File: src/source/dmem_pkg.sv
package dmem_pkg;

	// --------------------
	// Widths
	// --------------------

	// One memory word
	parameter int DATA_W = 32;

	// Word address inside one bank, 1024 words
	parameter int BANK_ADDR_W = 10;

	// Bank select, room for up to 32 banks
	parameter int SEL_W = 5;

	// --------------------
	// Vector types
	// --------------------

	// Write data, bank outputs and read output
	typedef logic [DATA_W-1:0] data_word_t;

	// Bank-local address
	typedef logic [BANK_ADDR_W-1:0] bank_addr_t;

	// Bank select
	typedef logic [SEL_W-1:0] bank_sel_t;

endpackage

File: src/source/dmem_read_select.sv
`timescale 1ns/1ps

module dmem_read_select #(
	parameter int BANK_COUNT = 18
) (
	input  logic                                    clk,
	input  logic                                    rst_n,

	// Control from the request stage
	input  logic                                    rd_q,
	input  dmem_pkg::bank_sel_t                     sel_q,

	// Read words of all banks
	input  dmem_pkg::data_word_t [BANK_COUNT-1:0]   bank_rdata,

	// Registered read result
	output dmem_pkg::data_word_t                    rdata
);

	logic                  rd_qq;
	dmem_pkg::bank_sel_t   sel_qq;
	logic                  sel_in_range;
	logic                  capture;

	// --------------------
	// Stage 2 registers
	// --------------------

	// Lines the control up with the bank read words
	always_ff @(posedge clk or negedge rst_n) begin
		if (!rst_n) begin
			rd_qq  <= 1'b1;
			sel_qq <= '1;
		end else begin
			rd_qq  <= rd_q;
			sel_qq <= sel_q;
		end
	end

	// --------------------
	// Stage 3 output
	// --------------------

	assign sel_in_range = (sel_qq < BANK_COUNT);

	// Only a read to an existing bank updates the output
	assign capture = rd_qq && sel_in_range;

	// Holds the last read word on writes and bad selects
	always_ff @(posedge clk or negedge rst_n) begin
		if (!rst_n) begin
			rdata <= '0;
		end else if (capture) begin
			rdata <= bank_rdata[sel_qq];
		end
	end

endmodule

File: config.mk
export PLATFORM = sky130hd
export DESIGN_NAME = dmem_read_select
export DESIGN_NICKNAME = d
export VERILOG_FILES = /design/src/source/dmem_pkg.sv /design/src/source/dmem_read_select.sv
export SDC_FILE = /design/constraint.sdc
export NUM_CORES = 1
export LEC_CHECK = 0
export ABC_AREA = 1
export BUFFER_PORTS_ARGS = -buffer_cell sky130_fd_sc_hd__buf_2
export CORE_AREA = 2 2 236 238
export CTS_CLUSTER_DIAMETER = 50
export DETAILED_ROUTE_END_ITERATION = 8
export DIE_AREA = 0 0 238 240
export GPL_TIMING_DRIVEN = 1
export PLACE_DENSITY = 0.4
export SLEW_MARGIN = 20
export SYNTH_ARGS = -nofsm -noshare
export SYNTH_HDL_FRONTEND = slang
export SYNTH_SLANG_ARGS = --single-unit
File: constraint.sdc
create_clock -name clk -period 3.5 [get_ports clk]
set_input_delay 0.175 -clock clk [delete_from_list [all_inputs] [get_ports clk]]
set_output_delay 0.175 -clock clk [all_outputs]
set_load 0.005 [all_outputs]
==> impl_metrics.csv, run 1 <==
group,metric,value,unit
run_status,status,"completed",
power,peakVddDrop,0.188,mV
floorplanning,start_util,15.7,%
synth,yosys_warnings,0,
clock_tree,insertion_delay,0.30,ns
route,dr.pass1.iters,5,
placed_design,placed_cells,3103,
floorplanning,ios,616,
power,powerDensity,201,nW/um^2
global_route,antenna_found_initial,11,
clock_tree,cts_tree,"built",
floorplanning,die_h,240,microns
route,wl_met2,28600,microns
clock_tree,clock_sinks,38,
synth,synth-seq-cells,38,
route,wl_met1,25400,microns
timing,hold_viol,0,
worst_setup_path,reg2reg_to,"rdata[3]",
timing,drv_slew,0,
synth,avgSynthCellArea,4.58,sq um
timing,relSlewSlack,34.2,%
synth,netlist-cell-type-count,20,
route,vias_per_cell,4.15,
flow_run,drv_cap,0,
global_route,overflow,0,
floorplanning,rows,86,
min_path,whs_path_depth,1,
worst_setup_path,worstReg2RegStart,"sel_qq[1]",
route,routed.top_layer,"met5",
route,route.detailed.drc,0,
cells_and_area,seqCellArea,966,sq um
global_route,grt_use_total,19.7,%
route,met3_length,3090,microns
floorplanning,core_area,54700,sq um
clock_tree,cts_root_buf,"clkbuf_16",
worst_setup_path,r2r_slack,1.01,ns
worst_setup_path,worstPathRequired,3.73,ns
timing,fmax,401,MHz
cells_and_area,final_cells,3123,
power,p_sw,1.14,mW
timing,finalCriticalPeriod,2.49,ns
synth,ys_seq_area_share,11.2,%
timing,finalHoldWorstSlack,0.0169,ns
power,clock_power_share,20.2,%
cells_and_area,multi_input_comb_area,5450,sq um
clock_tree,cts_buffers,5,
min_path,hold_class,"in -> reg",
cells_and_area,finalNetCount,2996,
timing,finalSetupViolCount,0,
placed_design,post_dp_cell_area,12200,sq um
worst_setup_path,reg2reg_depth,8,
route,drtIter0Drc,549,
placed_design,port_buffers,615,
power,power_frac_seq,22.3,%
worst_setup_path,worst_ep_arrival_time,2.72,ns
synth,synthCells,1875,
worst_setup_path,startpoint_type,"register",
cells_and_area,areaGrowthSynthToFinish,44.2,%
timing,tightest_slew,0.984,ns
route,drt-total-wl,58700,microns
clock_tree,post_cts_buffers,0,
route,via_count,12900,
floorplanning,die_w,238,microns
power,swShare,45.7,%
timing,setup_tns,0,ns
cells_and_area,fillers,6685,
worst_setup_path,critPathCapture,"rdata[3]",
synth,synthesis.area,8590,sq um
worst_setup_path,end_kind,"register",
synth,syn_nets,2459,
cells_and_area,mostFrequentLayoutCells,"nand2_1 (881), buf_2 (614), inv_1 (397)",
worst_setup_path,worstSetupStartpoint,"sel_qq[1]",
cells_and_area,fin_area,12400,sq um
timing,min_period_over_period,71.3,%
global_route,grt_pass1_vias,13200,
cells_and_area,drive_gt1_share,27.6,%
timing,rsz0062_at_grt,"no",
global_route,grt_max_degree,83,
worst_setup_path,path_class,"reg -> reg",
power,power.internal,1.35,mW
route,wl_per_cell,18.8,microns
worst_setup_path,worst-path-max-fanout,39,
power,comb_power_share,57.5,%
timing,finalClockSkew,0.00817,ns
global_route,grt_pass1_wl,83500,microns
route,ant_nets,0,
cells_and_area,final_common_cell,"nand2_1",
floorplanning,dieArea,57100,sq um
clock_tree,clock_path_buffers,2,
placed_design,place_hpwl,48400,microns
power,cellLeakagePower,8.33,nW
clock_tree,clk_pin_slew_worst_paths,0.07,ns
clock_tree,cts_max_level,2,
placed_design,gp_congestion,0.909,
## per-stage QoR
step | setup WS, ns | util [%] | total power, mW
after floorplan | 1.97 | - | 1.25
after global placement | 0.992 | 22.2 | 2.05
after detailed placement | 0.970 | 22.2 | 2.03
after CTS | 0.966 | 22.6 | 2.58
after global routing | 0.858 | 22.6 | 2.73
final | 1.01 | 22.7 | 2.49
## area by class of cell
type                       count  area share (%)
multi-input combinational   1318            44.0
timing repair buffer         647            27.4
inverter                     402            12.3
sequential                    38            7.80
tap                          704            7.11
clock buffer                   6            1.12
antenna                        6           0.121
clock inverter                 2           0.101
## worst min path at each step
stage | startpoint | end
floorplan | rst_n | rdata[0]
global placement | sel_q[2] | sel_qq[2]
detailed placement | rst_n | rdata[20]
CTS | sel_q[0] | sel_qq[0]
global route | sel_q[0] | sel_qq[0]
finish | sel_q[0] | sel_qq[0]
## cells in the mapped netlist
library cell	count	area (sq um)
nor2_1	65	244
buf_2	75	375
inv_2	2	7.51
nand3_1	286	1430
nand2_1	881	3310
nand2_2	1	6.26
a21oi_1	81	405
buf_1	3	11.3
dfrtp_1	32	801
dfstp_2	6	158
inv_4	2	12.5
buf_4	11	82.6
o21ai_2	1	8.76
inv_1	397	1490
nor2_8	1	20.0
nand2_4	1	11.3
nor2_4	1	11.3
clkinv_2	1	5.00
clkbuf_1	15	56.3
buf_6	13	146
## worst max-delay path: stages (launching register included)
cell,delay (ns)
dfstp_4,0.51
inv_4,0.47
buf_4,0.40
nand3_1,0.17
nand3_1,0.10
nand3_1,0.23
nand2_1,0.26
nand2_1,0.09
a21oi_1,0.13
## power by group through the flow
stage	combinational (mW)	clock, mW	sequential, mW
after floorplan	0.702	0	0.549
after CTS	1.48	0.546	0.557
final	1.43	0.504	0.556
after global routing	1.62	0.551	0.563
after detailed placement	1.46	0	0.564
after global placement	1.48	0	0.564
## layer usage
layer | vias to the layer above | GRT usage, %
met5 | - | 0
met4 | 4 | 5.42
met3 | 62 | 2.23
met2 | 488 | 35.3
met1 | 5828 | 25.0
li1 | 6564 | -
## logic make-up (layout without fill, tap and decap cells)
logic type	Yosys count	after routing	synth area share [%]
AND/OR/NAND/NOR	1236	1236	58.6
buffers and inverters	519	1057	25.5
AO/OA/AOI/OAI	82	82	4.82
flip-flops	38	38	11.2
other	0	6	0
## sequential cells by signal, summed over array words and instances (netlist names)
name	cells
rdata	32
sel_qq	5
rd_qq	1
## what timing repair did
action	in CTS	in global routing
hold endpoints to repair	37	0
resized for setup	0	0
hold buffers	6	0
No activity file was read; power rests on OpenSTA's default activity.
==> run 2: changes to the inputs <==
--- a/config.mk
+++ b/config.mk
@@ -7,10 +7,10 @@
 export LEC_CHECK = 0
 export ABC_AREA = 1
 export BUFFER_PORTS_ARGS = -buffer_cell sky130_fd_sc_hd__buf_2
-export CORE_AREA = 2 2 236 238
+export CORE_AREA = 2 2 242 244
 export CTS_CLUSTER_DIAMETER = 50
 export DETAILED_ROUTE_END_ITERATION = 8
-export DIE_AREA = 0 0 238 240
+export DIE_AREA = 0 0 244 246
 export GPL_TIMING_DRIVEN = 1
 export PLACE_DENSITY = 0.4
 export SLEW_MARGIN = 20
==> constraint.sdc (replaced) <==
create_clock -name clk -period 2.2 [get_ports clk]
set_input_delay 0.11 -clock clk [delete_from_list [all_inputs] [get_ports clk]]
set_output_delay 0.11 -clock clk [all_outputs]
set_load 0.005 [all_outputs]
==> impl_metrics.csv, run 2 (synthesis gave the netlist of run 1 again) <==
group,metric,value,unit
worst_setup_path,path_class,"reg -> reg",
floorplanning,ios,616,
global_route,overflow,0,
power,cellLeakagePower,8.87,nW
floorplanning,die_w,244,microns
timing,rsz0062_at_grt,"yes",
power,peakVddDrop,0.403,mV
timing,drv_slew,0,
cells_and_area,largest_register_ffs,32,
cells_and_area,fin_area,13500,sq um
global_route,grt_max_degree,68,
run_status,status,"completed",
timing,finalSetupViolCount,0,
clock_tree,insertion_delay,0.29,ns
route,dr.pass1.iters,5,
cells_and_area,top_register,"rdata",
timing,tightest_slew,0.643,ns
worst_setup_path,startpoint_type,"register",
route,via_count,13000,
placed_design,place_hpwl,51200,microns
power,swShare,43.1,%
timing,setup_slack,0.0785,ns
cells_and_area,drive_gt1_share,30.3,%
placed_design,port_buffers,615,
timing,hold_viol,0,
timing,fmax,471,MHz
route,vias_per_cell,4.00,
flow_run,drv_cap,0,
power,p_sw,1.91,mW
global_route,antenna_found_initial,5,
floorplanning,rows,88,
route,drt-total-wl,61900,microns
floorplanning,die_h,246,microns
route,ant_nets,0,
worst_setup_path,worstPathRequired,2.42,ns
cells_and_area,top_regs,"rdata: 32 flops, sel_qq: 5 flops, rd_qq: 1 flops",
timing,finalClockSkew,0.00535,ns
min_path,hold_class,"in -> reg",
clock_tree,cts_root_buf,"clkbuf_16",
clock_tree,cts_tree,"built",
power,power.internal,2.52,mW
cells_and_area,mostFrequentLayoutCells,"nand2_1 (879), buf_2 (615), inv_1 (396)",
clock_tree,cts_max_level,2,
worst_setup_path,worst-path-max-fanout,17,
cells_and_area,final_common_cell,"nand2_1",
worst_setup_path,end_kind,"register",
global_route,grt_pass1_wl,85200,microns
power,clock_power_share,22.9,%
clock_tree,clock_sinks,38,
clock_tree,cts_buffers,5,
power,power,4.43,mW
floorplanning,start_util,15.0,%
route,wl_per_cell,19.0,microns
clock_tree,clock_path_buffers,2,
placed_design,post-place-ws,-0.0819,ns
timing,relSlewSlack,57.2,%
power,powerDensity,328,nW/um^2
floorplanning,core_area,57400,sq um
timing,finalCriticalPeriod,2.12,ns
power,power_frac_seq,20.2,%
route,route.detailed.drc,0,
floorplanning,dieArea,60000,sq um
placed_design,post_dp_cell_area,12900,sq um
power,comb_power_share,56.9,%
placed_design,gp_congestion,0.868,
global_route,grt_pass1_vias,13300,
cells_and_area,areaGrowthSynthToFinish,57.0,%
timing,finalHoldWorstSlack,0.197,ns
worst_setup_path,worst_ep_arrival_time,2.34,ns
global_route,grt_use_total,19.4,%
clock_tree,clk_pin_slew_worst_paths,0.07,ns
cells_and_area,finalNetCount,3072,
timing,min_period_over_period,96.4,%
route,drtIter0Drc,643,
[run 2: cell count changes in the layout (fill, tap and decap cells not counted), moves of 4 or more]
cell and delta:
buf_4 +49, buf_12 +14, buf_16 +5, nand3_1 -5
nand3_2 +5, clkbuf_16 +4
[run 2: worst max-delay path, cell delays in order (launching register included)]
cell     delay [ns]
dfstp_4        0.69
buf_12         0.20
buf_16         0.18
buf_12         0.15
nand2_1        0.05
nand2_1        0.06
nand2_1        0.05
nand3_1        0.11
nand3_1        0.20
nand2_1        0.12
nand2_1        0.06
a21oi_1        0.13
[run 2: layout make-up]
| cell class | instances | area, sq um |
|---|---|---|
| Timing Repair Buffer | 723 | 4320 |
| Clock inverter | 3 | 68.8 |
| Inverter | 402 | 1530 |
| Antenna cell | 3 | 7.51 |
| Tap cell | 765 | 957 |
| Clock buffer | 5 | 125 |
| Sequential cell | 38 | 966 |
| Multi-Input combinational cell | 1318 | 5510 |
| Fill cell | 6951 | 43900 |
[run 2: metrics by stage]
stage | std cells | setup TNS [ns] | utilization [%]
after floorplan | 1875 | 0 | -
after global placement | 3230 | -0.249 | 22.5
after detailed placement | 3230 | -0.235 | 22.5
after CTS | 3245 | -0.0108 | 23.0
after global routing | 3256 | -0.0340 | 23.5
final | 3257 | 0 | 23.5
[run 2: layer usage]
layer | wire length [microns] | GRT usage (%) | up-vias | part of all wire (%)
met5 | 0 | 0 | - | 0
met1 | 26300 | 23.8 | 5794 | 43
li1 | - | - | 6719 | -
met3 | 3240 | 2.58 | 42 | 5.2
met4 | 1270 | 4.41 | 0 | 2.0
met2 | 31100 | 35.7 | 481 | 50
[run 2: power groups by stage]
stage / registers, mW / clock network, mW / logic, mW
after floorplan: 0.873 / 0 / 1.12
after global placement: 0.914 / 0 / 2.50
after detailed placement: 0.911 / 0 / 2.49
after CTS: 0.900 / 1.06 / 2.52
after global routing: 0.909 / 1.08 / 2.82
final: 0.894 / 1.02 / 2.52
[run 2: worst paths after layout]
path / start / endpoint / slack (ns) / cells after the start
worst max-delay path: sel_qq[0] / rdata[15] / 0.08 / 11
worst min-delay path: bank_rdata[529] / rdata[17] / 0.20 / 5
worst max register to register: sel_qq[0] / rdata[15] / 0.08 / 11
worst min register to register: rdata[1] / rdata[1] / 0.53 / 2
max in group asynchronous: rst_n / rd_qq / 1.06 / 3
min in group asynchronous: rst_n / rdata[13] / 0.38 / 2
[run 2: what timing repair did]
| action | in CTS | in global routing |
|---|---|---|
| pin swaps | 0 | 1 |
| setup buffers | 0 | 5 |
| cloned | 0 | 4 |
| hold endpoints to repair | 24 | 0 |
| resized for setup | 8 | 17 |
| hold buffers | 7 | 0 |
| setup endpoints to repair | 10 | 25 |
==> run 3: changes to the inputs <==
--- a/config.mk
+++ b/config.mk
@@ -7,12 +7,12 @@
 export LEC_CHECK = 0
 export ABC_AREA = 1
 export BUFFER_PORTS_ARGS = -buffer_cell sky130_fd_sc_hd__buf_2
-export CORE_AREA = 2 2 242 244
+export CORE_AREA = 5 5 238 240
 export CTS_CLUSTER_DIAMETER = 50
 export DETAILED_ROUTE_END_ITERATION = 8
-export DIE_AREA = 0 0 244 246
+export DIE_AREA = 0 0 243 245
 export GPL_TIMING_DRIVEN = 1
-export PLACE_DENSITY = 0.4
+export PLACE_DENSITY = 0.42
 export SLEW_MARGIN = 20
 export SYNTH_ARGS = -nofsm -noshare
 export SYNTH_HDL_FRONTEND = slang
==> impl_metrics.csv, run 3 (synthesis gave the netlist of run 1 again) <==
group,metric,value,unit
flow_run,drv_cap,0,
cells_and_area,mostFrequentLayoutCells,"nand2_1 (879), buf_2 (615), inv_1 (397)",
worst_setup_path,path_delay_family,"flip-flops",
worst_setup_path,path_class,"reg -> reg",
power,peakVddDrop,0.248,mV
floorplanning,die_h,245,microns
route,drtIter0Drc,587,
placed_design,post_dp_cell_area,12800,sq um
global_route,antenna_found_initial,16,
global_route,grt_pass1_wl,84700,microns
route,dr.pass1.iters,4,
clock_tree,insertion_delay,0.30,ns
route,ant_nets,0,
clock_tree,clk_pin_slew_worst_paths,0.07,ns
placed_design,placed_cells,3161,
cells_and_area,top_register,"rdata",
global_route,grt_max_degree,74,
worst_setup_path,cpMostUsedCell,"nand2_1",
placed_design,port_buffers,615,
floorplanning,die_w,243,microns
global_route,grt_use_total,18.9,%
timing,fmax,474,MHz
global_route,grt_pass1_vias,13200,
timing,finalSetupViolCount,0,
power,cellLeakagePower,8.74,nW
worst_setup_path,worst-path-max-fanout,31,
route,wl_per_cell,18.9,microns
clock_tree,cts_buffers,5,
floorplanning,ios,616,
route,drt-total-wl,60300,microns
floorplanning,start_util,15.8,%
clock_tree,cts_root_buf,"clkbuf_16",
power,power,4.20,mW
power,powerDensity,319,nW/um^2
timing,setup_slack,0.0917,ns
timing,finalHoldWorstSlack,0.206,ns
run_status,status,"completed",
global_route,overflow,0,
worst_setup_path,path_buf_inv,3,
cells_and_area,fin_area,13200,sq um
timing,hold_viol,0,
timing,finalClockSkew,0.00616,ns
min_path,hold_class,"in -> reg",
worst_setup_path,worstSetupStartpoint,"sel_qq[0]",
timing,relSlewSlack,55.2,%
worst_setup_path,worstReg2RegStart,"sel_qq[0]",
min_path,min_from,"bank_rdata[530]",
cells_and_area,drive_gt1_share,29.8,%
clock_tree,cts_tree,"built",
worst_setup_path,end_kind,"register",
worst_setup_path,startpoint_type,"register",
cells_and_area,largest_register_ffs,32,
timing,finalCriticalPeriod,2.11,ns
timing,drv_slew,0,
worst_setup_path,worst_ep_arrival_time,2.29,ns
cells_and_area,top_regs,"rdata: 32 flops, sel_qq: 5 flops, rd_qq: 1 flops",
cells_and_area,finalNetCount,3058,
route,vias_per_cell,4.06,
route,route.detailed.drc,0,
timing,setup_tns,0,ns
worst_setup_path,slowest_stage,"dfstp_4",
timing,tightest_slew,0.672,ns
worst_setup_path,worstPathRequired,2.38,ns
cells_and_area,final_util,24.2,%
clock_tree,cts_max_level,2,
clock_tree,clock_sinks,38,
placed_design,place_hpwl,51000,microns
cells_and_area,areaGrowthSynthToFinish,53.4,%
floorplanning,core_area,54400,sq um
worst_setup_path,slowest_delay,0.70,ns
cells_and_area,final_common_cell,"nand2_1",
worst_setup_path,path_cells,"inv_8 > buf_4 > nand2_1 > nand2_1 > nand2_1 > nand2_1 > a21oi_1 > buf_4 > nand2_1 > nand2_1 > a21oi_1",
cells_and_area,final_cells,3186,
clock_tree,clock_path_buffers,2,
floorplanning,rows,86,
timing,min_period_over_period,95.8,%
route,via_count,12900,
placed_design,gp_congestion,0.871,
placed_design,post-place-ws,-0.0198,ns
floorplanning,dieArea,59500,sq um
-- run 3: final timing paths --
path	end	slack, ns	cells after the start
max reg2reg	rdata[13]	0.09	11
min reg2reg	rdata[18]	0.52	2
max	rdata[13]	0.09	11
min	rdata[18]	0.21	5
max in group asynchronous	rd_qq	1.10	3
min in group asynchronous	rdata[8]	0.40	2
-- run 3: tightest hold or removal path, delay by kind of cell --
family	cells	cell delay, ns
AOI/OAI and AO/OA	2	0.13
buffers and inverters	1	0.09
and+or+nand+nor	2	0.13
-- run 3: metal layers --
layer  share of wire [%]  vias up  track usage, %
met5               0.048        -               0
met4                 1.8        6            3.84
met3                 6.0       49            3.65
met2                  51      439            34.6
met1                  42     5748            23.1
li1                    -     6697               -
-- run 3: layout make-up --
class	count	area, sq um
Antenna cell	7	17.5
Multi-Input combinational cell	1318	5490
Fill cell	6704	41300
Timing Repair Buffer	709	4130
Tap cell	704	881
Sequential cell	38	966
Clock inverter	3	45.0
Inverter	402	1520
Clock buffer	5	125
-- run 3: repair_timing --
| item | 4_1_cts | 5_1_grt |
|---|---|---|
| endpoints found under the hold margin | 25 | 0 |
| endpoints found under the setup margin | 3 | 14 |
| pin swaps | 0 | 0 |
| setup buffers | 0 | 1 |
| cloned | 0 | 2 |
| gates resized for setup | 3 | 11 |
| hold buffers | 7 | 0 |
-- run 3: report_power, final --
group | switching, mW | internal (mW)
Clock | 0.352 | 0.536
Sequential | 0.0913 | 0.804
Combinational | 1.38 | 1.03
Total | 1.83 | 2.37
