[src/source/dmem_pkg.sv]
package dmem_pkg;

	// --------------------
	// Widths
	// --------------------

	// One memory word
	parameter int DATA_W = 32;

	// Word address inside one bank, 1024 words
	parameter int BANK_ADDR_W = 10;

	// Bank select, room for up to 32 banks
	parameter int SEL_W = 5;

	// --------------------
	// Vector types
	// --------------------

	// Write data, bank outputs and read output
	typedef logic [DATA_W-1:0] data_word_t;

	// Bank-local address
	typedef logic [BANK_ADDR_W-1:0] bank_addr_t;

	// Bank select
	typedef logic [SEL_W-1:0] bank_sel_t;

endpackage

[src/source/dmem_request_stage.sv]
`timescale 1ns/1ps

module dmem_request_stage #(
	parameter int BANK_COUNT = 18
) (
	input  logic                   clk,
	input  logic                   rst_n,

	// Request from the core, sampled every cycle
	input  logic                   rd,
	input  dmem_pkg::bank_sel_t    sel,
	input  dmem_pkg::bank_addr_t   addr,
	input  dmem_pkg::data_word_t   wdata,

	// Registered request, shared by all banks
	output dmem_pkg::bank_addr_t   addr_q,
	output dmem_pkg::data_word_t   wdata_q,

	// Registered control, on to the read select
	output logic                   rd_q,
	output dmem_pkg::bank_sel_t    sel_q,

	// One enable per bank
	output logic [BANK_COUNT-1:0]  write_en
);

	logic [BANK_COUNT-1:0] write_en_d;

	// --------------------
	// Write enable decode
	// --------------------

	// One-hot on a write to an existing bank, all zero otherwise
	always_comb begin
		write_en_d = '0;
		if (!rd) begin
			for (int i = 0; i < BANK_COUNT; i++) begin
				if (sel == dmem_pkg::bank_sel_t'(i)) begin
					write_en_d[i] = 1'b1;
				end
			end
		end
	end

	// --------------------
	// Stage 1 registers
	// --------------------

	// Reset looks like a read of a missing bank, so nothing is written or captured
	always_ff @(posedge clk or negedge rst_n) begin
		if (!rst_n) begin
			rd_q     <= 1'b1;
			sel_q    <= '1;
			write_en <= '0;
		end else begin
			rd_q     <= rd;
			sel_q    <= sel;
			write_en <= write_en_d;
		end
	end

	// Address and write data
	always_ff @(posedge clk) begin
		addr_q  <= addr;
		wdata_q <= wdata;
	end

endmodule
[config.mk]
export PLATFORM = sky130hd
export DESIGN_NAME = dmem_request_stage
export DESIGN_NICKNAME = d
export VERILOG_FILES = /design/src/source/dmem_pkg.sv /design/src/source/dmem_request_stage.sv
export SDC_FILE = /design/constraint.sdc
export NUM_CORES = 1
export LEC_CHECK = 0
export ABC_CLOCK_PERIOD_IN_PS = 900
export BUFFER_PORTS_ARGS = -buffer_cell sky130_fd_sc_hd__buf_2
export CAP_MARGIN = 20
export CORE_ASPECT_RATIO = 0.7
export CORE_MARGIN = 2
export CORE_UTILIZATION = 41
export CTS_BUF_LIST = sky130_fd_sc_hd__clkbuf_8
export DETAILED_ROUTE_END_ITERATION = 10
export GPL_TIMING_DRIVEN = 0
export MAX_ROUTING_LAYER = met4
export PLACE_DENSITY = 0.81
export SKIP_LAST_GASP = 1
export SYNTH_ARGS = -nofsm -noshare
export SYNTH_HDL_FRONTEND = slang
export SYNTH_SLANG_ARGS = --single-unit
[constraint.sdc]
create_clock -name clk -period 0.9 [get_ports clk]
set_clock_uncertainty 0.2 [all_clocks]
set_input_delay 0.045 -clock clk [delete_from_list [all_inputs] [get_ports clk]]
set_output_delay 0.045 -clock clk [all_outputs]
set_load 0.05 [all_outputs]
==> impl_metrics.env, run 1 <==
export IMPL_combPwrFrac_pct=17.0
export IMPL_rows=19
export IMPL_required_ns=0.65
export IMPL_ys_seq_area_share_pct=89.8
export IMPL_grt_pass1_wl_mm=9.64
export IMPL_yosysMostFrequentCell="dfxtp_1"
export IMPL_finalNetCount=311
export IMPL_numCtsBuffers=9
export IMPL_start_util_pct=41.9
export IMPL_cts_max_level=3
export IMPL_die_h_um=56.5
export IMPL_crit_fanout=1
export IMPL_route_met2_wl_mm=3.92
export IMPL_synth_top_area_share_pct=52.1
export IMPL_wl_met3_um=401
export IMPL_hold_class="primary input to register"
export IMPL_drt_wl_total_mm=6.97
export IMPL_timing_final_crit_period_ns=1.29
export IMPL_yosysUniqueCellTypes=12
export IMPL_grt_antenna_before_repair=1
export IMPL_grtUsageTotal_pct=32.9
export IMPL_p_int_w=0.00492
export IMPL_drt_iter0_markers=57
export IMPL_start_kind="register"
export IMPL_top_layer_used="met4"
export IMPL_path_buf_inv=1
export IMPL_powerDensity_nw_per_um2=1930
export IMPL_crit_arrival_ns=1.05
export IMPL_sw_frac_of_total_pct=27.3
export IMPL_synth_area_um2=1610
export IMPL_num_io_pins=116
export IMPL_critical_path_class="register to primary output"
export IMPL_die_w_um=79.0
export IMPL_end_kind="primary output"
export IMPL_setup_viol=67
export IMPL_grt_max_degree=25
export IMPL_final_setup_worst_slack_ns=-0.392
export IMPL_synth_enable_flop_cells=0
export IMPL_gp_congestion=0.719
export IMPL_yosysTopAreaCell="dfxtp_1"
export IMPL_violations="hold timing, setup timing"
export IMPL_crit_chain="buf_8"
export IMPL_tritoncts="built"
export IMPL_cts_root_buf="clkbuf_8"
export IMPL_cap_viol_max_count=0
export IMPL_max_freq_ghz=0.774
export IMPL_m1WireLength_mm=2.16
export IMPL_p_leak_nw=1.66
export IMPL_peakVddDrop_mv=1.87
export IMPL_ys_ff_latch=66
export IMPL_cts_path_max_buffers=2
export IMPL_worst_path_stages=1
export IMPL_dr_pass1_iters=5
export IMPL_fin_util_pct=91.0
export IMPL_synthTopCellsByArea="dfxtp_1 (52%), dfrtp_1 (28%), dfstp_2 (9.8%)"
export IMPL_crit_start="sel_q[1]$_DFF_PN1_"
export IMPL_ant_nets=0
export IMPL_synth_ff_type="dfxtp_1"
export IMPL_dp_hpwl_mm=2.81
export IMPL_clkPwrFrac_pct=36.0
export IMPL_fp_coreArea_um2=3850
export IMPL_p_sw_w=0.00185
export IMPL_io_buffers=115
export IMPL_vias=1487
export IMPL_p_total_w=0.00678
export IMPL_drive_above_1_share_pct=68.8
export IMPL_crit_path_top_delay_cell="dfstp_2"
export IMPL_avgRoutedWirePerCell_um=21.8
export IMPL_slew_violations=0
export IMPL_status="complete, but fails checks"
export IMPL_max_stage_delay_ns=0.56
export IMPL_synth_cells=92
export IMPL_drc=0
export IMPL_async_flop_share_pct=36.4
export IMPL_worstMarginPinSlew_ns=0.534
export IMPL_ys_warn_count=0
export IMPL_hold_violations=23
export IMPL_cts_setup_buffers=0
export IMPL_post_route_period_util_pct=144
export IMPL_grt_ovfl_total=0
export IMPL_slew_headroom_pct=64.4
export IMPL_min_from="sel[2]"
export IMPL_rsz0062_at_grt="true"
export IMPL_syn_num_nets=142
export IMPL_grt_pass1_vias=1703
export IMPL_cts_sinks=66
export IMPL_seqPwrFrac_pct=47.0
export IMPL_path_clk_slew_ns=0.07
export IMPL_hold_buffers=43
export IMPL_via_per_inst=4.66
export IMPL_syn_avg_cell_area_um2=17.5
export IMPL_die_area_um2=4460
export IMPL_crit_family="flip-flops"
export IMPL_hold_depth=1
export IMPL_synth_commonest_cells="dfxtp_1 (42), dfrtp_1 (18), nor2_1 (13)"
export IMPL_area_growth_pct=117
export IMPL_timing_hold_ws_ns=-0.344
## cells by family after synthesis
family           Yosys count  share of synthesized area (%)
flip-flops                66                           89.8
AND/OR/NAND/NOR           26                           10.2
## area by class of cell
type	instances	area, um^2
repair buffers	158	1580
fillers	141	348
flip-flops and latches	66	1500
clock buffers	10	138
well taps	52	65.1
multi-input cells	26	169
clock inverters	6	51.3
diodes	1	2.50
## cells in the final DEF, fill, tap and decap left out
cell and n:
buf_2 49, dlygate4sd3_1 43, dfxtp_2 42, buf_8 42, buf_6 24, dfrtp_1 18, nor2_1 13, clkbuf_8 10
dfstp_2 6, or4b_4 3, nor3_2 3, inv_1 3, nor3_1 2, nand2b_1 2, clkinv_2 2, diode_2 1
nand2_1 1, nand4bb_1 1, or4_4 1, bufinv_16 1
## per-stage QoR
stage                     cells  cell area (um^2)  setup slack [ns]  TNS [ns]  hold WS (ns)
after floorplan              92              1620           -0.0659    -0.669        -0.451
after global placement      259              2260            -0.250     -3.99        -0.158
after detailed placement    259              2260            -0.290     -4.17        -0.156
after CTS                   318              3440            -0.381    -13.54        -0.375
after global routing        319              3500            -0.408    -14.64        -0.357
final                       319              3500            -0.392    -13.44        -0.344
## metal layers
| metal | global-route usage [%] | vias to the layer above |
|---|---|---|
| met2 | 62.5 | 83 |
| li1 | - | 634 |
| met3 | 10.3 | 37 |
| met1 | 27.0 | 733 |
| met4 | 21.2 | 0 |
| met5 | - | - |
## state kept, by name, summed over array words and instances, names as in the netlist
signal	cells
write_en	18
sel_q	5
addr_q	10
rd_q	1
wdata_q	32
## path summary, 6_finish.rpt
check / to / slack, ns
worst min-delay path: sel_q[2]$_DFF_PN1_ / -0.34
min in group asynchronous: write_en[2]$_DFF_PN0_ / 0.03
worst max-delay path: sel_q[1] / -0.39
max in group asynchronous: sel_q[0]$_DFF_PN1_ / 0.09
## power by group through the flow
| stage | sequential, W | clock, W | combinational [W] |
|---|---|---|---|
| after floorplan | 0.00360 | 0 | 0.0000275 |
| after global placement | 0.00315 | 0 | 0.000729 |
| after detailed placement | 0.00316 | 0 | 0.000738 |
| after CTS | 0.00316 | 0.00238 | 0.00108 |
| after global routing | 0.00319 | 0.00258 | 0.00118 |
| final | 0.00319 | 0.00244 | 0.00115 |
## what timing repair did
| action | in CTS | in global routing |
|---|---|---|
| setup endpoints to repair | 66 | 66 |
| endpoints found under the hold margin | 90 | 23 |
| gates resized for setup | 200 | 16 |
(Power assumes the default switching activity.)
==> run 2, diff against run 1 <==
--- a/config.mk
+++ b/config.mk
@@ -8,15 +8,18 @@
 export ABC_CLOCK_PERIOD_IN_PS = 900
 export BUFFER_PORTS_ARGS = -buffer_cell sky130_fd_sc_hd__buf_2
 export CAP_MARGIN = 20
+export CELL_PAD_IN_SITES_DETAIL_PLACEMENT = 0
+export CELL_PAD_IN_SITES_GLOBAL_PLACEMENT = 1
 export CORE_ASPECT_RATIO = 0.7
 export CORE_MARGIN = 2
-export CORE_UTILIZATION = 41
+export CORE_UTILIZATION = 31
 export CTS_BUF_LIST = sky130_fd_sc_hd__clkbuf_8
 export DETAILED_ROUTE_END_ITERATION = 10
 export GPL_TIMING_DRIVEN = 0
 export MAX_ROUTING_LAYER = met4
-export PLACE_DENSITY = 0.81
+export PLACE_DENSITY_LB_ADDON = 0.1
 export SKIP_LAST_GASP = 1
+export SLEW_MARGIN = 30
 export SYNTH_ARGS = -nofsm -noshare
 export SYNTH_HDL_FRONTEND = slang
 export SYNTH_SLANG_ARGS = --single-unit
==> impl_metrics.env, run 2 (synthesized netlist as in run 1, its figures left out) <==
export IMPL_status="complete, but fails checks"
export IMPL_violations="hold timing, setup timing"
export IMPL_min_from="sel[4]"
export IMPL_vias=1344
export IMPL_numCtsBuffers=9
export IMPL_multi_input_area_um2=169
export IMPL_largest_register_ffs=32
export IMPL_dr_pass1_iters=4
export IMPL_num_antenna_cells=0
export IMPL_path_buf_inv=1
export IMPL_dp_hpwl_mm=2.50
export IMPL_path_clk_slew_ns=0.06
export IMPL_powerDensity_nw_per_um2=1960
export IMPL_crit_family="flip-flops"
export IMPL_final_setup_worst_slack_ns=-0.354
export IMPL_cts_path_max_buffers=2
export IMPL_end_kind="primary output"
export IMPL_peakVddDrop_mv=1.39
export IMPL_slew_headroom_pct=65.7
export IMPL_seqCellArea_um2=1500
export IMPL_tns_ns=-11.82
export IMPL_grtUsageTotal_pct=17.7
export IMPL_die_area_um2=5810
export IMPL_hold_violations=24
export IMPL_cts_max_level=3
export IMPL_layout_commonest_cell="buf_2"
export IMPL_die_h_um=64.4
export IMPL_crit_arrival_ns=1.01
export IMPL_hold_class="primary input to register"
export IMPL_crit_start="rd_q$_DFF_PN1_"
export IMPL_finalInstanceArea_um2=3540
export IMPL_drt_iter0_markers=29
export IMPL_grt_ovfl_total=0
export IMPL_hold_depth=1
export IMPL_required_ns=0.65
export IMPL_top_regs="wdata_q: 32 flops, write_en: 18 flops, addr_q: 10 flops"
export IMPL_layout_cells_most_common_list="buf_2 (49), dlygate4sd3_1 (43), dfxtp_2 (42)"
export IMPL_post_route_period_util_pct=139
export IMPL_worst_path_stages=1
export IMPL_grt_pass1_wl_mm=7.31
export IMPL_timing_final_crit_period_ns=1.25
export IMPL_cts_sinks=66
export IMPL_drive_above_1_share_pct=68.8
export IMPL_rows=21
export IMPL_fp_coreArea_um2=4890
export IMPL_start_kind="register"
export IMPL_slew_violations=0
export IMPL_route_met2_wl_mm=2.52
export IMPL_hold_buffers=43
export IMPL_cap_viol_max_count=0
export IMPL_num_io_pins=116
export IMPL_m1WireLength_mm=1.81
export IMPL_place_area_um2=2280
export IMPL_critical_path_class="register to primary output"
export IMPL_tritoncts="built"
export IMPL_grt_antenna_before_repair=0
export IMPL_grt_max_degree=25
export IMPL_via_per_inst=4.01
export IMPL_drc=0
export IMPL_dp_slack_ns=-0.285
export IMPL_top_layer_used="met4"
export IMPL_setup_viol=66
export IMPL_ant_nets=0
export IMPL_cts_setup_buffers=0
export IMPL_crit_fanout=1
export IMPL_avgRoutedWirePerCell_um=14.1
export IMPL_grt_pass1_vias=1533
export IMPL_max_stage_delay_ns=0.54
export IMPL_crit_chain="buf_8"
export IMPL_rsz0062_at_grt="true"
export IMPL_finalNetCount=311
export IMPL_fill_cells=306
export IMPL_start_util_pct=33.0
export IMPL_cts_root_buf="clkbuf_8"
export IMPL_wl_met3_um=350
export IMPL_die_w_um=90.2
export IMPL_largest_register="wdata_q"
export IMPL_drt_wl_total_mm=4.72
export IMPL_p_leak_nw=1.67
export IMPL_crit_path_top_delay_cell="dfstp_2"
export IMPL_io_buffers=115
export IMPL_max_freq_ghz=0.797
export IMPL_worstMarginPinSlew_ns=0.515
export IMPL_timing_hold_ws_ns=-0.346
export IMPL_gp_congestion=0.685
export IMPL_area_growth_pct=120
## run 2: changes by cell type in the layout (fill, tap and decap cells not counted)
cell / before / now
buf_6: 24 / 27
buf_8: 42 / 39
clkinv_2: 2 / 0
bufinv_16: 1 / 2
clkbuf_8: 10 / 11
diode_2: 1 / 0
## run 2: final timing paths
kind | slack [ns] | endpoint
max | -0.35 | rd_q
min | -0.35 | sel_q[4]$_DFF_PN1_
max in group asynchronous | 0.11 | sel_q[0]$_DFF_PN1_
min in group asynchronous | 0.02 | write_en[7]$_DFF_PN0_
## run 2: what timing repair did
action                                  in CTS  in global routing
endpoints found under the setup margin      66                 66
hold endpoints to repair                    90                 24
gates resized for setup                    198                 15
## run 2: routing by layer
layer	vias to the layer above	track usage [%]
li1	633	-
met1	638	17.1
met2	69	30.7
met3	4	8.49
met4	0	7.69
met5	-	-
## run 2: layout make-up
cell class              instances  area share, %
clock buffers                  11           4.27
clock inverters                 5           2.01
flip-flops and latches         66           42.4
repair buffers                158           44.2
multi-input cells              26           4.77
well taps                      69           2.44
## run 2: through the flow
| step | power, W | std cells | utilization [%] |
|---|---|---|---|
| 6_report | 0.00696 | 335 | 72.5 |
| 5_1_grt | 0.00723 | 335 | 72.5 |
| 4_1_cts | 0.00697 | 335 | 71.4 |
| 3_5_place_dp | 0.00389 | 276 | 46.6 |
| 3_3_place_gp | 0.00388 | 276 | 46.6 |
| 2_1_floorplan | 0.00363 | 92 | - |
## run 2: power breakdown
group,total [W],switching (W),internal [W]
logic,0.00111,0.000602,0.000508
registers,0.00317,0.0000748,0.00309
clock network,0.00268,0.00100,0.00168
total,0.00696,0.00168,0.00528
==> run 3, diff against run 2 <==
--- a/config.mk
+++ b/config.mk
@@ -8,7 +8,7 @@
 export ABC_CLOCK_PERIOD_IN_PS = 900
 export BUFFER_PORTS_ARGS = -buffer_cell sky130_fd_sc_hd__buf_2
 export CAP_MARGIN = 20
-export CELL_PAD_IN_SITES_DETAIL_PLACEMENT = 0
+export CELL_PAD_IN_SITES_DETAIL_PLACEMENT = 1
 export CELL_PAD_IN_SITES_GLOBAL_PLACEMENT = 1
 export CORE_ASPECT_RATIO = 0.7
 export CORE_MARGIN = 2
==> impl_metrics.env, run 3 (synthesized netlist as in run 1, its figures left out) <==
export IMPL_status="complete, but fails checks"
export IMPL_violations="hold timing, setup timing"
export IMPL_grt_max_degree=25
export IMPL_layout_cells_most_common_list="buf_2 (49), buf_8 (46), dlygate4sd3_1 (44)"
export IMPL_die_area_um2=5810
export IMPL_seqCellArea_um2=1500
export IMPL_top_regs="wdata_q: 32 flops, write_en: 18 flops, addr_q: 10 flops"
export IMPL_drt_iter0_markers=57
export IMPL_slew_headroom_pct=62.6
export IMPL_tritoncts="built"
export IMPL_final_setup_worst_slack_ns=-0.381
export IMPL_hold_violations=23
export IMPL_drt_wl_total_mm=7.71
export IMPL_grt_pass1_wl_mm=10.8
export IMPL_required_ns=0.65
export IMPL_die_w_um=90.2
export IMPL_end_kind="primary output"
export IMPL_grt_ovfl_total=0
export IMPL_dp_hpwl_mm=2.92
export IMPL_worstMarginPinSlew_ns=0.561
export IMPL_p_total_w=0.00679
export IMPL_layout_commonest_cell="buf_2"
export IMPL_largest_register="wdata_q"
export IMPL_ant_nets=0
export IMPL_start_util_pct=33.0
export IMPL_p_leak_nw=1.67
export IMPL_numPlacedInstances=276
export IMPL_cts_path_max_buffers=2
export IMPL_avgRoutedWirePerCell_um=22.7
export IMPL_cts_root_buf="clkbuf_8"
export IMPL_path_buf_inv=1
export IMPL_largest_register_ffs=32
export IMPL_dp_slack_ns=-0.290
export IMPL_slew_violations=0
export IMPL_grtUsageTotal_pct=27.1
export IMPL_crit_arrival_ns=1.04
export IMPL_drive_above_1_share_pct=68.5
export IMPL_peakVddDrop_mv=1.80
export IMPL_drc=0
export IMPL_timing_final_crit_period_ns=1.28
export IMPL_num_io_pins=116
export IMPL_max_stage_delay_ns=0.55
export IMPL_hold_class="primary input to register"
export IMPL_cts_setup_buffers=0
export IMPL_crit_chain="buf_8"
export IMPL_cts_max_level=3
export IMPL_tns_ns=-15.59
export IMPL_crit_fanout=1
export IMPL_setup_viol=76
export IMPL_gp_congestion=0.685
export IMPL_die_h_um=64.4
export IMPL_powerDensity_nw_per_um2=1910
export IMPL_multi_input_area_um2=169
export IMPL_max_freq_ghz=0.781
export IMPL_numCtsBuffers=9
export IMPL_cts_sinks=66
export IMPL_start_kind="register"
export IMPL_fill_cells=439
export IMPL_fp_coreArea_um2=4890
export IMPL_dr_pass1_iters=4
export IMPL_finalNetCount=312
export IMPL_via_per_inst=4.31
export IMPL_place_area_um2=2280
export IMPL_grt_antenna_before_repair=3
export IMPL_crit_family="flip-flops"
export IMPL_grt_pass1_vias=1730
export IMPL_area_growth_pct=120
export IMPL_rows=21
export IMPL_crit_path_top_delay_cell="dfstp_2"
export IMPL_rsz0062_at_grt="true"
export IMPL_timing_hold_ws_ns=-0.341
export IMPL_vias=1460
export IMPL_path_clk_slew_ns=0.07
export IMPL_post_route_period_util_pct=142
export IMPL_critical_path_class="register to primary output"
export IMPL_cap_viol_max_count=0
export IMPL_io_buffers=115
export IMPL_finalInstanceArea_um2=3550
export IMPL_fin_cells=339
run 3: cell count changes in the layout (fill, tap and decap cells not counted), sizes merged:
cell / previous run / this run
diode: 0 / 3
clkinv: 0 / 2
clkbuf: 11 / 10
dlygate4sd3: 43 / 44
bufinv: 2 / 1
run 3: layer usage:
| layer | vias to the layer above | wire, um | global-route usage [%] |
|---|---|---|---|
| met4 | 0 | 96 | 7.50 |
| met2 | 78 | 4100 | 49.5 |
| met3 | 7 | 504 | 10.0 |
| met5 | - | 0 | - |
| li1 | 643 | - | - |
| met1 | 732 | 3010 | 27.7 |
run 3: timing repair:
item                                    in CTS  in global routing
endpoints found under the hold margin       90                 22
hold buffers                                43                  1
resized for setup                          207                 13
endpoints found under the setup margin      66                 66
run 3: worst paths after layout:
path	endpoint	cells after the start	from	slack, ns
min in group asynchronous	write_en[4]$_DFF_PN0_	2	rst_n	0.04
max in group asynchronous	sel_q[0]$_DFF_PN1_	2	rst_n	0.07
max	sel_q[1]	1	sel_q[1]$_DFF_PN1_	-0.38
min	sel_q[4]$_DFF_PN1_	1	sel[4]	-0.34
run 3: area by class of cell:
cell class | instances | area share [%]
Clock buffer | 10 | 3.87
Multi-Input combinational cell | 26 | 4.75
Timing Repair Buffer | 159 | 45.1
Sequential cell | 66 | 42.2
Tap cell | 69 | 2.43
Antenna cell | 3 | 0.211
Clock inverter | 6 | 1.44
run 3: metrics by stage:
step	hold slack (ns)	utilization [%]
2_1_floorplan	-0.451	-
3_5_place_dp	-0.151	46.6
3_3_place_gp	-0.169	46.6
6_report	-0.341	72.7
5_1_grt	-0.350	72.7
4_1_cts	-0.356	71.4
run 3: power breakdown:
part	switching [W]	total [W]	internal [W]
Combinational	0.000652	0.00118	0.000524
Sequential	0.0000942	0.00319	0.00309
Clock	0.00111	0.00243	0.00132
